[src/common/rv_defs.svh]
`ifndef RV_DEFS_SVH
`define RV_DEFS_SVH

// ------------------------------------------------------------
// core and memory sizing
// ------------------------------------------------------------

// data and byte address width
`define RV_XLEN 32

// unified memory depth in 32-bit words
`define RV_MEM_WORDS 1024

// first fetch address after reset
`define RV_RESET_PC 32'h0000_0000

`endif

[src/common/rv_pkg.sv]
`include "rv_defs.svh"

package rv_pkg;

  typedef logic [`RV_XLEN-1:0] word_t;
  typedef logic [`RV_XLEN-1:0] addr_t;  // byte address
  typedef logic [31:0]         instr_t;
  typedef logic [4:0]          reg_idx_t;

  // major opcodes of the supported subset
  typedef enum logic [6:0] {
    OPC_OP     = 7'b0110011,
    OPC_OP_IMM = 7'b0010011,
    OPC_LOAD   = 7'b0000011,
    OPC_STORE  = 7'b0100011,
    OPC_BRANCH = 7'b1100011,
    OPC_JAL    = 7'b1101111,
    OPC_LUI    = 7'b0110111,
    OPC_SYSTEM = 7'b1110011
  } opcode_t;

  typedef enum logic [2:0] {
    ALU_ADD, ALU_SUB, ALU_AND, ALU_OR, ALU_XOR, ALU_SLT
  } alu_op_t;

  typedef enum logic [1:0] {SRC_A_PC, SRC_A_OLD_PC, SRC_A_RS1} alu_src_a_t;
  typedef enum logic [1:0] {SRC_B_RS2, SRC_B_IMM, SRC_B_FOUR} alu_src_b_t;

  typedef enum logic [1:0] {RES_ALU_OUT, RES_MEM_DATA, RES_ALU_RESULT} result_src_t;

  typedef enum logic {ADR_PC, ADR_RESULT} adr_src_t;
  typedef enum logic {PC_SRC_RESULT, PC_SRC_ALU_OUT} pc_src_t;

  // multicycle sequencer states
  typedef enum logic [3:0] {
    ST_FETCH, ST_DECODE, ST_EXECUTE_R, ST_EXECUTE_I,
    ST_MEM_ADR, ST_MEM_READ, ST_MEM_WB, ST_MEM_WRITE,
    ST_ALU_WB, ST_BRANCH, ST_JAL, ST_LUI, ST_HALT
  } cpu_state_t;

endpackage

[src/common/mem_bus_if.sv]
`timescale 1ns/1ps

// one requester's port on the shared memory bus
interface mem_bus_if
  import rv_pkg::*;
();

  logic  req;    // level, held until granted
  logic  we;
  addr_t addr;
  word_t wdata;
  word_t rdata;  // valid in the granted cycle
  logic  gnt;

  modport requester (output req, we, addr, wdata, input rdata, gnt);
  modport arbiter   (input req, we, addr, wdata, output rdata, gnt);

endinterface

[src/fetch_unit.sv]
`timescale 1ns/1ps
`include "rv_defs.svh"

module fetch_unit
  import rv_pkg::*;
(
  input  logic         clk,
  input  logic         arst_n,
  mem_bus_if.requester fetch_bus,
  input  logic         fetch_req,
  input  logic         ir_write,
  input  logic         pc_update,
  input  pc_src_t      pc_src,
  input  word_t        result,
  input  word_t        alu_out,
  output addr_t        pc,
  output addr_t        pc_old,
  output instr_t       instr
);

  addr_t pc_next;

  assign pc_next = (pc_src == PC_SRC_ALU_OUT) ? alu_out : result;

  // read-only requester
  assign fetch_bus.req   = fetch_req;
  assign fetch_bus.we    = 1'b0;
  assign fetch_bus.addr  = pc;
  assign fetch_bus.wdata = '0;

  always_ff @(posedge clk or negedge arst_n) begin
    if (!arst_n) pc <= `RV_RESET_PC;
    else if (pc_update) pc <= pc_next;
  end

  always_ff @(posedge clk) begin
    if (ir_write && fetch_bus.gnt) begin
      instr  <= fetch_bus.rdata;
      pc_old <= pc;  // address of this instruction
    end
  end

endmodule

[src/flat_wrapper.sv]
// flat-port wrapper written by rule: the top's interface ports become plain ports
module fetch_unit_flat import rv_pkg::*;
  (clk, arst_n, fetch_req, ir_write, pc_update, pc_src, result, alu_out, pc, pc_old, instr, fetch_bus_req, fetch_bus_we, fetch_bus_addr, fetch_bus_wdata, fetch_bus_rdata, fetch_bus_gnt);
  mem_bus_if fetch_bus_i ();
  input  logic clk;
  input  logic arst_n;
  input  logic fetch_req;
  input  logic ir_write;
  input  logic pc_update;
  input  pc_src_t pc_src;
  input  word_t result;
  input  word_t alu_out;
  output addr_t pc;
  output addr_t pc_old;
  output instr_t instr;
  output wire logic [$bits(fetch_bus_i.req)-1:0] fetch_bus_req;
  output wire logic [$bits(fetch_bus_i.we)-1:0] fetch_bus_we;
  output wire logic [$bits(fetch_bus_i.addr)-1:0] fetch_bus_addr;
  output wire logic [$bits(fetch_bus_i.wdata)-1:0] fetch_bus_wdata;
  input wire logic [$bits(fetch_bus_i.rdata)-1:0] fetch_bus_rdata;
  input wire logic [$bits(fetch_bus_i.gnt)-1:0] fetch_bus_gnt;
  assign fetch_bus_req = fetch_bus_i.req;
  assign fetch_bus_we = fetch_bus_i.we;
  assign fetch_bus_addr = fetch_bus_i.addr;
  assign fetch_bus_wdata = fetch_bus_i.wdata;
  assign fetch_bus_i.rdata = fetch_bus_rdata;
  assign fetch_bus_i.gnt = fetch_bus_gnt;
  fetch_unit u_core (.clk(clk), .arst_n(arst_n), .fetch_bus(fetch_bus_i), .fetch_req(fetch_req), .ir_write(ir_write), .pc_update(pc_update), .pc_src(pc_src), .result(result), .alu_out(alu_out), .pc(pc), .pc_old(pc_old), .instr(instr));
endmodule
[config.mk]
export PLATFORM = sky130hd
export DESIGN_NAME = fetch_unit_flat
export DESIGN_NICKNAME = d
export VERILOG_FILES = /design/src/common/rv_pkg.sv /design/src/common/mem_bus_if.sv /design/src/fetch_unit.sv /design/src/flat_wrapper.sv
export VERILOG_INCLUDE_DIRS = /design/src /design/src/common
export SDC_FILE = /design/constraint.sdc
export NUM_CORES = 1
export LEC_CHECK = 0
export ABC_AREA = 1
export BUFFER_PORTS_ARGS = -buffer_cell sky130_fd_sc_hd__clkbuf_2
export CORE_ASPECT_RATIO = 0.5
export CORE_MARGIN = 3
export CORE_UTILIZATION = 46
export CTS_CLUSTER_DIAMETER = 120
export CTS_CLUSTER_SIZE = 24
export DETAILED_ROUTE_END_ITERATION = 6
export HOLD_SLACK_MARGIN = 0.12
export PLACE_DENSITY = 0.93
export SETUP_SLACK_MARGIN = 0.5
export SLEW_MARGIN = 15
export SYNTH_ARGS = -nofsm -noshare
export SYNTH_HDL_FRONTEND = slang
export SYNTH_SLANG_ARGS = --single-unit
[constraint.sdc]
create_clock -name clk -period 1.4 [get_ports clk]
set_clock_uncertainty 0.1 [all_clocks]
set_input_delay 0 -clock clk [delete_from_list [all_inputs] [get_ports clk]]
set_output_delay 0 -clock clk [all_outputs]
set_load 0.03 [all_outputs]
-- Word-level counts from Yosys, hierarchy flattened
Cells that the tools add are included.
- memories kept: 0
- bits in read-only memories: 0
- memory bits (writable): 0
- bits in latches: 0
- bits in registers: 96
- eq/ne operators: 0
- reductions and logical operators: 1
- $mul: 0
- bitwise gates (word level): 0
- multiplexer cells: 1
- divide/modulo/power cells: 0
- $add $sub $neg: 0
- shift operators: 0
- $lt $le $gt $ge: 0
- operators by type and width (kind ; count):
    32-bit 2-to-1 mux ; 1
    1-bit logical AND ; 1

-- Logic depth before layout (Yosys ltp)
Gate-level depths: netlist of run 1.
- depth in word-level cells: 1
- depth in mapped cells: 6
- gate-level depth less buffers: 4

-- Worst setup path before layout of run 1
No wires, ideal clock.
- kind: in2reg
- start point: input ir_write
- end point: register u_core.instr[0] (enable)
- cell stages on the path: 2
- path buffers: 0
- setup slack: -400 ps
- data required time: 882 ps
- data arrival time: 1282 ps
- setup time: 418 ps
- cells stage by stage: nand2_1 inv_1
- word-level cells in the longest chain between the ends: 1
- ends and longest elaborated chain (element ; RTL line ; RTL):
    start: declaration ; flat_wrapper.sv:8 ; input logic ir_write;
    1-bit logical AND ; fetch_unit.sv:37 ; if (ir_write && fetch_bus.gnt) begin
    end signal: assignment ; fetch_unit.sv:38 ; instr <= fetch_bus.rdata;
    end: declaration ; fetch_unit.sv:18 ; output instr_t instr
Every way passes these cells.
A chain may end at the register's enable or synchronous reset.

-- Worst setup path in the final report of run 1
- start point: register u_core.pc[22], in the netlist u_core.fetch_bus.addr[22]
- end point: output fetch_bus_addr[22]
- RTL lines (element ; RTL line ; RTL):
    start: declaration ; fetch_unit.sv:16 ; output addr_t pc,
    start signal: assignment ; fetch_unit.sv:32 ; if (!arst_n) pc <= `RV_RESET_PC;
    start signal: assignment ; fetch_unit.sv:33 ; else if (pc_update) pc <= pc_next;
    end: declaration ; flat_wrapper.sv:18 ; output wire logic [$bits(fetch_bus_i.addr)-1:0] fetch_bus_addr;
No word-level cell between the ends.

==> results of run 1 <==
[path summary, 6_finish.rpt]
path | start | end | slack, ns | depth (start not counted)
hold / removal | arst_n | u_core.fetch_bus.addr[12] | -0.52 | 1
setup / recovery | u_core.fetch_bus.addr[22] | fetch_bus_addr[22] | 0.22 | 1
min in group clk | pc_src | u_core.fetch_bus.addr[7] | 0.06 | 5
max in group asynchronous | arst_n | u_core.fetch_bus.addr[24] | 1.03 | 2
hold reg to reg | u_core.fetch_bus.addr[7] | u_core.pc_old[7] | 0.44 | 0
setup reg to reg | u_core.fetch_bus.addr[20] | u_core.fetch_bus.addr[20] | 0.24 | 3
[final cells by class]
type	instances	area [um^2]	area share (%)
clock inverters	7	47.5	0.591
diodes	3	7.51	0.0933
inverters	67	263	3.27
clock buffers	9	225	2.80
well taps	117	146	1.82
repair buffers	362	3620	45.1
flip-flops and latches	96	2760	34.3
multi-input cells	194	970	12.1
[sequential cells by signal (all words and copies together), names as in the netlist]
| signal | count |
|---|---|
| u_core.pc_old | 32 |
| u_core.fetch_bus.addr | 32 |
| u_core.instr | 32 |
[cell usage in the layout (no fill, tap or decap), types with 2 or more instances in the layout]
master         instances
clkbuf_2             101
dlygate4sd3_1         97
nand2_1               76
buf_8                 71
edfxtp_1              64
inv_1                 63
buf_6                 49
nand2_2               42
conb_1                33
nand3_1               31
dfrtp_2               31
clkbuf_8              30
buf_4                 12
nand2_4               10
clkbuf_16              9
diode_2                3
clkinv_4               3
inv_6                  2
clkinv_1               2
[kinds of logic (layout without fill, tap and decap cells)]
group                  count (synthesis)  count (layout)  share of synthesized area [%]
other                                  1              36                         0.0873
and+or+nand+nor                      161             161                           16.2
DFF                                   96              96                           63.4
buffers and inverters                147             445                           20.4
[layer usage]
metal  GRT usage (%)  up-vias  share of wire [%]
li1                -     1798                  -
met1            34.8     2296                 31
met2            60.2      621                 46
met3            9.44      202                 13
met4            22.1        0                9.3
met5               0        -                  0
[stage by stage]
| step | instances | utilization (%) |
|---|---|---|
| 2_1_floorplan | 437 | - |
| 3_3_place_gp | 709 | 58.1 |
| 3_5_place_dp | 709 | 58.1 |
| 4_1_cts | 846 | 84.9 |
| 5_1_grt | 854 | 90.5 |
| 6_report | 855 | 90.5 |
[power by group through the flow]
| stage | sequential, uW | combinational (uW) | clock [uW] |
|---|---|---|---|
| final | 3620 | 2830 | 2480 |
| after global routing | 3620 | 2880 | 2540 |
| after CTS | 3460 | 2310 | 2270 |
| after detailed placement | 3500 | 1560 | 0 |
| after global placement | 3480 | 1520 | 0 |
| after floorplan | 3890 | 821 | 0 |
[what timing repair did]
action | CTS | global route
pin swaps | 0 | 24
buffers inserted | 24 | 6
resized for setup | 231 | 221
setup endpoints to repair | 128 | 170
hold endpoints to repair | 97 | 56
==> impl_metrics.env, run 1 <==
export IMPL_holdWs_ns=-0.523
export IMPL_dp_slack_ns=0.413
export IMPL_routed_via_density=5.75
export IMPL_setup_ws_ns=0.220
export IMPL_drive_gt1_share_pct=50.1
export IMPL_worstPathArrival_ns=1.08
export IMPL_p_int_uw=5790
export IMPL_post_route_period_util_pct=84.3
export IMPL_tightestPinTransition_ns=0.626
export IMPL_async_reset_ff_share_pct=33.3
export IMPL_placementRows=24
export IMPL_wirelength_mm=23.4
export IMPL_crit_type="reg2out"
export IMPL_vias=4917
export IMPL_ir_worst_vdd_mv=1.10
export IMPL_critical_path_top_delay_family="flip-flops"
export IMPL_die_area_um2=10600
export IMPL_syn_inst=405
export IMPL_slew_headroom_pct=58.3
export IMPL_powerDensity_nw_per_um2=1110
export IMPL_crit_buf_inv=1
export IMPL_p_leak_uw=0.00396
export IMPL_grt_start_max_net_pins=51
export IMPL_p_clk_share_pct=27.7
export IMPL_cts_hold_buf=97
export IMPL_drc=2
export IMPL_cp_required_ns=1.30
export IMPL_htree_levels=3
export IMPL_netlist_area_um2=4300
export IMPL_rsz0062_at_grt="yes"
export IMPL_cp_max_fo=3
export IMPL_fin_nets=833
export IMPL_yosys_warnings=0
export IMPL_p_seq_share_pct=40.5
export IMPL_yosysMostFrequentCell="nand2_1"
export IMPL_ys_seq_elements=96
export IMPL_cts_made_buffers=9
export IMPL_place_area_um2=5170
export IMPL_dr_pass1_iters=7
export IMPL_clock_fmax_ghz=0.848
export IMPL_synth_area_leaders="edfxtp_1, dfrtp_1, buf_4"
export IMPL_synth_edf_count=64
export IMPL_clockRootBuffer="clkbuf_16"
export IMPL_clk_pin_slew_ns=0.09
export IMPL_cts_buffer_depth=2
export IMPL_slew_violations=0
export IMPL_routabilityCongestion=0.822
export IMPL_switching_share_pct=35.1
export IMPL_status="finished with violations"
export IMPL_drv_cap=0
export IMPL_ys_seq_area_share_pct=63.4
export IMPL_die_height_um=74.3
export IMPL_cts_tree="done"
export IMPL_grt_pass1_vias=4571
export IMPL_startpoint_type="flop"
export IMPL_die_width_um=143
export IMPL_drt_iter0_drc=832
export IMPL_syn_avg_cell_area_um2=10.6
export IMPL_wl_per_cell_um=27.4
export IMPL_portBuffers=229
export IMPL_power_frac_comb_pct=31.7
export IMPL_cts_num_sinks=96
export IMPL_grt_pass1_wl_mm=26.0
export IMPL_antenna_found_initial=2
export IMPL_dp_hpwl_mm=7.70
export IMPL_nFillCells=265
export IMPL_core_area_um2=8890
export IMPL_ios=265
export IMPL_grt_ovfl_total=0
export IMPL_violations="DRC, hold timing"
export IMPL_cp_end_kind="output port"
export IMPL_path_cells="clkbuf_8"
export IMPL_p_sw_uw=3130
export IMPL_yosysTopAreaCell="edfxtp_1"
export IMPL_synth_common_cells="nand2_1, buf_4, inv_1"
export IMPL_yosys_area_top_type_share_pct=44.7
export IMPL_worstSkewPairLatency_ns=0.36
export IMPL_detail_route_antenna_nets=0
export IMPL_syn_to_final_growth_pct=87.2
export IMPL_min_path_type="in2async"
export IMPL_cpPeakStageDelay_ns=0.50
export IMPL_start_util_pct=48.3
export IMPL_final_cell_area_um2=8050
export IMPL_fin_setup_tns_ns=0
export IMPL_hold_violations=32
export IMPL_power_uw=8930
export IMPL_cpMaxStageDelayCell="dfrtp_2"
export IMPL_grt_total_usage_pct=33.3
export IMPL_finalSetupViolCount=0
export IMPL_post_route_min_period_ns=1.18
export IMPL_synthFlopType="edfxtp_1"
export IMPL_ys_types=14
No activity file was read; power rests on OpenSTA's default activity.
==> inputs of run 2 (changes only) <==
--- a/config.mk
+++ b/config.mk
@@ -6,16 +6,16 @@
 export SDC_FILE = /design/constraint.sdc
 export NUM_CORES = 1
 export LEC_CHECK = 0
-export ABC_AREA = 1
+export ABC_AREA = 0
 export BUFFER_PORTS_ARGS = -buffer_cell sky130_fd_sc_hd__clkbuf_2
 export CORE_ASPECT_RATIO = 0.5
 export CORE_MARGIN = 3
-export CORE_UTILIZATION = 46
+export CORE_UTILIZATION = 38
 export CTS_CLUSTER_DIAMETER = 120
 export CTS_CLUSTER_SIZE = 24
 export DETAILED_ROUTE_END_ITERATION = 6
 export HOLD_SLACK_MARGIN = 0.12
-export PLACE_DENSITY = 0.93
+export PLACE_DENSITY = 0.85
 export SETUP_SLACK_MARGIN = 0.5
 export SLEW_MARGIN = 15
 export SYNTH_ARGS = -nofsm -noshare
==> constraint.sdc (replaced) <==
create_clock -name clk -period 1 [get_ports clk]
set_clock_uncertainty 0.1 [all_clocks]
set_input_delay 0 -clock clk [delete_from_list [all_inputs] [get_ports clk]]
set_output_delay 0 -clock clk [all_outputs]
set_load 0.03 [all_outputs]
==> run 2 against run 1 <==
Against the previous run:
- the run ends with hold timing, setup timing left
- hold slack improved by 0.037 ns
- largest cell class unchanged
- register-to-register slack got worse by 0.34 ns
- synthesized cell count fell by 33%
- global-route usage fell by 13 points
- non-clock buffer count fell by 80
- first-iteration DRC count fell by 70%
- highest routed layer unchanged
- die area rose by 10%
==> impl_metrics.env, run 2 <==
export IMPL_top_usage_layer="met2"
export IMPL_grt_pass1_wl_mm=17.7
export IMPL_core_area_um2=9760
export IMPL_die_height_um=78.0
export IMPL_worstSkewPairLatency_ns=0.34
export IMPL_startpoint_type="flop"
export IMPL_holdWs_ns=-0.486
export IMPL_slew_violations=0
export IMPL_p_clk_share_pct=31.4
export IMPL_grt_total_usage_pct=20.3
export IMPL_finalSetupViolCount=92
export IMPL_drc=0
export IMPL_met3_usage_pct=4.61
export IMPL_yosysMostFrequentCell="buf_4"
export IMPL_htree_levels=3
export IMPL_antennaDiodeCount=0
export IMPL_powerDensity_nw_per_um2=1690
export IMPL_drt_iter0_drc=248
export IMPL_cts_made_buffers=9
export IMPL_worstPathArrival_ns=1.20
export IMPL_status="finished with violations"
export IMPL_cts_tree="done"
export IMPL_wirelength_mm=14.4
export IMPL_synth_compound_area_share_pct=4.07
export IMPL_syn_inst=271
export IMPL_syn_avg_cell_area_um2=14.5
export IMPL_die_width_um=150
export IMPL_p_sw_uw=3670
export IMPL_setup_ws_ns=-0.103
export IMPL_yosys_warnings=0
export IMPL_drive_gt1_share_pct=71.6
export IMPL_rr_endpoint="u_core.fetch_bus.addr[30]"
export IMPL_grt_met1_usage_pct=21.2
export IMPL_synth_top_family_by_area="buffers and inverters"
export IMPL_cp_end_kind="flop"
export IMPL_synth_simple_area_share_pct=3.21
export IMPL_vias=3143
export IMPL_post_route_period_util_pct=110
export IMPL_synthXorXnorAreaFrac_pct=0
export IMPL_ff2ff_path_depth=4
export IMPL_dp_hpwl_mm=7.36
export IMPL_yosys_area_top_type_share_pct=48.8
export IMPL_switching_share_pct=29.6
export IMPL_violations="hold timing, setup timing"
export IMPL_fin_setup_tns_ns=-3.50
export IMPL_synth_area_mux_share_pct=8.14
export IMPL_min_path_type="in2async"
export IMPL_ys_types=11
export IMPL_hold_violations=97
export IMPL_r2r_slack_ns=-0.10
export IMPL_die_area_um2=11700
export IMPL_most_common_layout_cells="clkbuf_2, edfxtp_1, clkbuf_8"
export IMPL_synth_common_cells="buf_4, edfxtp_1"
export IMPL_synth_edf_count=64
export IMPL_async_reset_ff_share_pct=33.3
export IMPL_start_util_pct=40.3
export IMPL_yosysTopAreaCell="edfxtp_1"
export IMPL_synthFlopType="edfxtp_1"
export IMPL_placementRows=25
export IMPL_global_route_usage_met2_pct=39.9
export IMPL_ys_seq_elements=96
export IMPL_syn_to_final_growth_pct=86.1
export IMPL_p_seq_share_pct=40.1
export IMPL_grt_pass1_vias=3211
export IMPL_power_uw=12400
export IMPL_crit_type="reg2reg"
export IMPL_post_route_min_period_ns=1.10
export IMPL_clock_fmax_ghz=0.907
export IMPL_routed_via_density=4.77
export IMPL_wl_per_cell_um=21.9
export IMPL_netlist_area_um2=3940
export IMPL_cts_buffer_depth=2
export IMPL_synth_adder_area_share_pct=0
export IMPL_fin_util_pct=75.1
export IMPL_cp_required_ns=1.09
export IMPL_portBuffers=229
export IMPL_ios=265
export IMPL_synth_area_leaders="edfxtp_1, dfrtp_1, buf_4"
export IMPL_clk_pin_slew_ns=0.07
export IMPL_fin_nets=622
export IMPL_p_int_uw=8730
export IMPL_antenna_found_initial=0
export IMPL_routabilityCongestion=0.831
export IMPL_dr_pass1_iters=4
export IMPL_power_frac_comb_pct=28.5
export IMPL_clockRootBuffer="clkbuf_16"
export IMPL_grt_start_max_net_pins=41
export IMPL_ys_seq_area_share_pct=69.2
export IMPL_r2r_start="u_core.fetch_bus.addr[30]"
export IMPL_cp_max_fo=4
export IMPL_final_common_cell="clkbuf_2"
export IMPL_rsz0062_at_grt="yes"
export IMPL_cts_num_sinks=96
export IMPL_drv_cap=0
export IMPL_p_leak_uw=0.00324
export IMPL_detail_route_antenna_nets=0
export IMPL_grt_ovfl_total=0
export IMPL_ir_worst_vdd_mv=0.912
## run 2: cell types whose count changed after synthesis, moves of 2 or more
cell,previous run,this run
buf_2,3,7
a21oi_1,0,32
nand2_2,20,0
buf_8,2,0
nand2_1,109,0
buf_12,0,3
buf_6,3,1
buf_4,71,66
inv_1,65,0
mux2i_1,0,32
nor2_1,0,32
nand3_1,32,0
## run 2: how the worst max path moves through the flow
| stage | startpoint | slack (ns) | endpoint | depth (start not counted) |
|---|---|---|---|---|
| after floorplan | ir_write | -0.01 | u_core.instr[0] | 1 |
| after global placement | pc_src | 0.04 | u_core.fetch_bus.addr[28] | 4 |
| after detailed placement | pc_src | 0.04 | u_core.fetch_bus.addr[28] | 4 |
| after CTS | u_core.fetch_bus.addr[14] | -0.06 | fetch_bus_addr[14] | 1 |
| after global routing | u_core.fetch_bus.addr[30] | -0.12 | u_core.fetch_bus.addr[30] | 4 |
| final | u_core.fetch_bus.addr[30] | -0.10 | u_core.fetch_bus.addr[30] | 4 |
## run 2: layout make-up
class,count,area (um^2)
Clock inverter,2,60.1
Multi-Input combinational cell,130,981
Timing Repair Buffer,282,3080
Tap cell,135,169
Sequential cell,96,2760
Clock buffer,14,275
Fill cell,521,2430
## run 2: metal layers
layer  part of all wire [%]  up-vias
met5                      0        -
met4                    2.8        0
met3                    6.0       42
met2                     57      170
met1                     34     1574
li1                       -     1357
## run 2: cell families (layout without fill, tap and decap cells)
group	after synthesis	after routing
DFF	96	96
buffers and inverters	77	298
and+or+nand+nor	33	33
AOI/OAI and AO/OA	32	32
muxes	32	32
other	1	33
## run 2: worst max-delay path: stages (launching register included)
cell and delay [ns]:
dfrtp_2 0.44, buf_4 0.15, buf_6 0.11, nor2_4 0.09
a21oi_1 0.07
## run 2: through the flow
step | instances | setup WS, ns | cell area [um^2]
after CTS | 652 | -0.0581 | 6910
final | 659 | -0.103 | 7320
after global routing | 659 | -0.117 | 7320
after global placement | 597 | 0.0397 | 4930
after floorplan | 303 | -0.0138 | 4220
after detailed placement | 597 | 0.0423 | 4930
## run 2: what timing repair did
item                                    4_1_cts  5_1_grt
endpoints found under the hold margin        98       98
gates cloned                                  6        1
setup buffers                                33        6
endpoints found under the setup margin      251      256
pin swaps                                     6        6
gates resized for setup                     297      134
## run 2: power by group through the flow
stage	Combinational, uW	Clock, uW	Sequential (uW)
2_1_floorplan	1150	0	5490
3_3_place_gp	2070	0	4900
3_5_place_dp	2110	0	4910
4_1_cts	3110	3830	4880
5_1_grt	3650	4120	5000
6_report	3540	3890	4970
==> inputs of run 3 (changes only) <==
--- a/config.mk
+++ b/config.mk
@@ -8,7 +8,7 @@
 export LEC_CHECK = 0
 export ABC_AREA = 0
 export BUFFER_PORTS_ARGS = -buffer_cell sky130_fd_sc_hd__clkbuf_2
-export CORE_ASPECT_RATIO = 0.5
+export CORE_ASPECT_RATIO = 1.1
 export CORE_MARGIN = 3
 export CORE_UTILIZATION = 38
 export CTS_CLUSTER_DIAMETER = 120
@@ -17,6 +17,7 @@
 export HOLD_SLACK_MARGIN = 0.12
 export PLACE_DENSITY = 0.85
 export SETUP_SLACK_MARGIN = 0.5
+export SKIP_CTS_REPAIR_TIMING = 1
 export SLEW_MARGIN = 15
 export SYNTH_ARGS = -nofsm -noshare
 export SYNTH_HDL_FRONTEND = slang
==> run 3 against run 2 <==
Against the previous run:
- via count shrank 7.3%
- sequential power is 1% lower
- the run still ends with hold timing, setup timing left
- hold slack lost 0.030 ns
- sequential share of layout area up 7.3 points
- non-clock buffer count down 25
- register-to-register slack improved by 0.08 ns
- highest routed layer unchanged
- die area fell by 0.62%
==> impl_metrics.env, run 3 (synthesis gave the netlist of run 2 again) <==
export IMPL_instances_no_fill=619
export IMPL_fin_util_pct=61.5
export IMPL_cp_required_ns=0.90
export IMPL_grt_ovfl_total=0
export IMPL_drt_iter0_drc=154
export IMPL_cpPeakStageDelay_ns=0.45
export IMPL_start_util_pct=39.4
export IMPL_die_height_um=113
export IMPL_worstSkewPairLatency_ns=0.36
export IMPL_hold_violations=97
export IMPL_portBuffers=229
export IMPL_place_area_um2=4940
export IMPL_most_common_layout_cells="buf_6, clkbuf_2, edfxtp_1"
export IMPL_antenna_found_initial=0
export IMPL_path_cells="buf_2"
export IMPL_drive_gt1_share_pct=64.1
export IMPL_grt_pass1_vias=2722
export IMPL_power_frac_comb_pct=27.8
export IMPL_startpoint_type="flop"
export IMPL_p_clk_share_pct=23.8
export IMPL_finalSetupViolCount=112
export IMPL_drv_cap=0
export IMPL_dr_pass1_iters=4
export IMPL_htree_levels=3
export IMPL_vias=2915
export IMPL_ir_worst_vdd_mv=0.795
export IMPL_dp_slack_ns=0.0874
export IMPL_switching_share_pct=33.3
export IMPL_post_route_period_util_pct=110
export IMPL_final_cell_area_um2=6140
export IMPL_clock_fmax_ghz=0.911
export IMPL_wirelength_mm=11.8
export IMPL_violations="hold timing, setup timing"
export IMPL_p_int_uw=6770
export IMPL_p_sw_uw=3380
export IMPL_crit_buf_inv=1
export IMPL_routed_via_density=4.71
export IMPL_detail_route_antenna_nets=0
export IMPL_clk_pin_slew_ns=0.11
export IMPL_status="finished with violations"
export IMPL_grt_pass1_wl_mm=13.9
export IMPL_fin_nets=597
export IMPL_routabilityCongestion=0.777
export IMPL_nFillCells=713
export IMPL_final_common_cell="buf_6"
export IMPL_worstPathArrival_ns=1.00
export IMPL_rsz0062_at_grt="yes"
export IMPL_post_route_min_period_ns=1.10
export IMPL_p_seq_share_pct=48.3
export IMPL_dp_hpwl_mm=7.77
export IMPL_cts_num_sinks=96
export IMPL_cts_buffer_depth=2
export IMPL_cp_max_fo=4
export IMPL_dpl_cell_count=583
export IMPL_grt_total_usage_pct=15.8
export IMPL_drc=0
export IMPL_fin_setup_tns_ns=-4.42
export IMPL_clockRootBuffer="clkbuf_8"
export IMPL_powerDensity_nw_per_um2=1650
export IMPL_core_area_um2=9980
export IMPL_p_leak_uw=0.00278
export IMPL_cpMaxStageDelayCell="dfrtp_2"
export IMPL_holdWs_ns=-0.515
export IMPL_placementRows=38
export IMPL_crit_type="reg2out"
export IMPL_wl_per_cell_um=19.0
export IMPL_min_path_type="in2async"
export IMPL_slew_violations=0
export IMPL_antennaDiodeCount=0
export IMPL_ios=265
export IMPL_cp_end_kind="output port"
export IMPL_grt_start_max_net_pins=36
export IMPL_die_area_um2=11600
export IMPL_setup_ws_ns=-0.0981
export IMPL_cts_made_buffers=9
export IMPL_syn_to_final_growth_pct=56.1
export IMPL_die_width_um=103
export IMPL_critical_path_top_delay_family="flip-flops"
export IMPL_cts_tree="done"
run 3: power groups by stage:
stage               clock network, uW  registers, uW  logic [uW]
global placement                    0           4890        2080
global route                     2640           4950        2950
finish                           2420           4910        2830
floorplan                           0           5490        1150
CTS                              2450           4820        2130
detailed placement                  0           4910        2120
run 3: stage by stage:
| stage | total power, uW | hold WS [ns] |
|---|---|---|
| global route | 10500 | -0.526 |
| detailed placement | 7040 | -0.117 |
| floorplan | 6640 | -0.396 |
| global placement | 6970 | -0.118 |
| finish | 10200 | -0.515 |
| CTS | 9400 | -0.516 |
run 3: path summary, 6_finish.rpt:
kind | start | to | slack, ns | depth (start not counted)
min in group clk | fetch_bus_rdata[2] | u_core.instr[2] | -0.30 | 1
max reg2reg | u_core.fetch_bus.addr[16] | u_core.fetch_bus.addr[16] | -0.02 | 4
max | u_core.fetch_bus.addr[9] | fetch_bus_addr[9] | -0.1 | 1
min reg2reg | u_core.fetch_bus.addr[0] | u_core.pc_old[0] | 0.40 | 0
max in group asynchronous | arst_n | u_core.fetch_bus.addr[22] | 1.09 | 2
min | arst_n | u_core.fetch_bus.addr[9] | -0.52 | 2
run 3: layer usage:
metal | GRT usage [%] | wire length [um]
met5 | 0 | 0
met2 | 31.0 | 6830
met4 | 5.87 | 282
met3 | 5.12 | 1100
met1 | 14.4 | 3580
run 3: final cells by class:
class / count / area, um^2 / share of cell area [%]
Tap cell: 120 / 150 / 2.44
Timing Repair Buffer: 257 / 2250 / 36.6
Clock buffer: 9 / 124 / 2.02
Clock inverter: 7 / 60.1 / 0.978
Sequential cell: 96 / 2760 / 45.0
Multi-Input combinational cell: 130 / 795 / 12.9
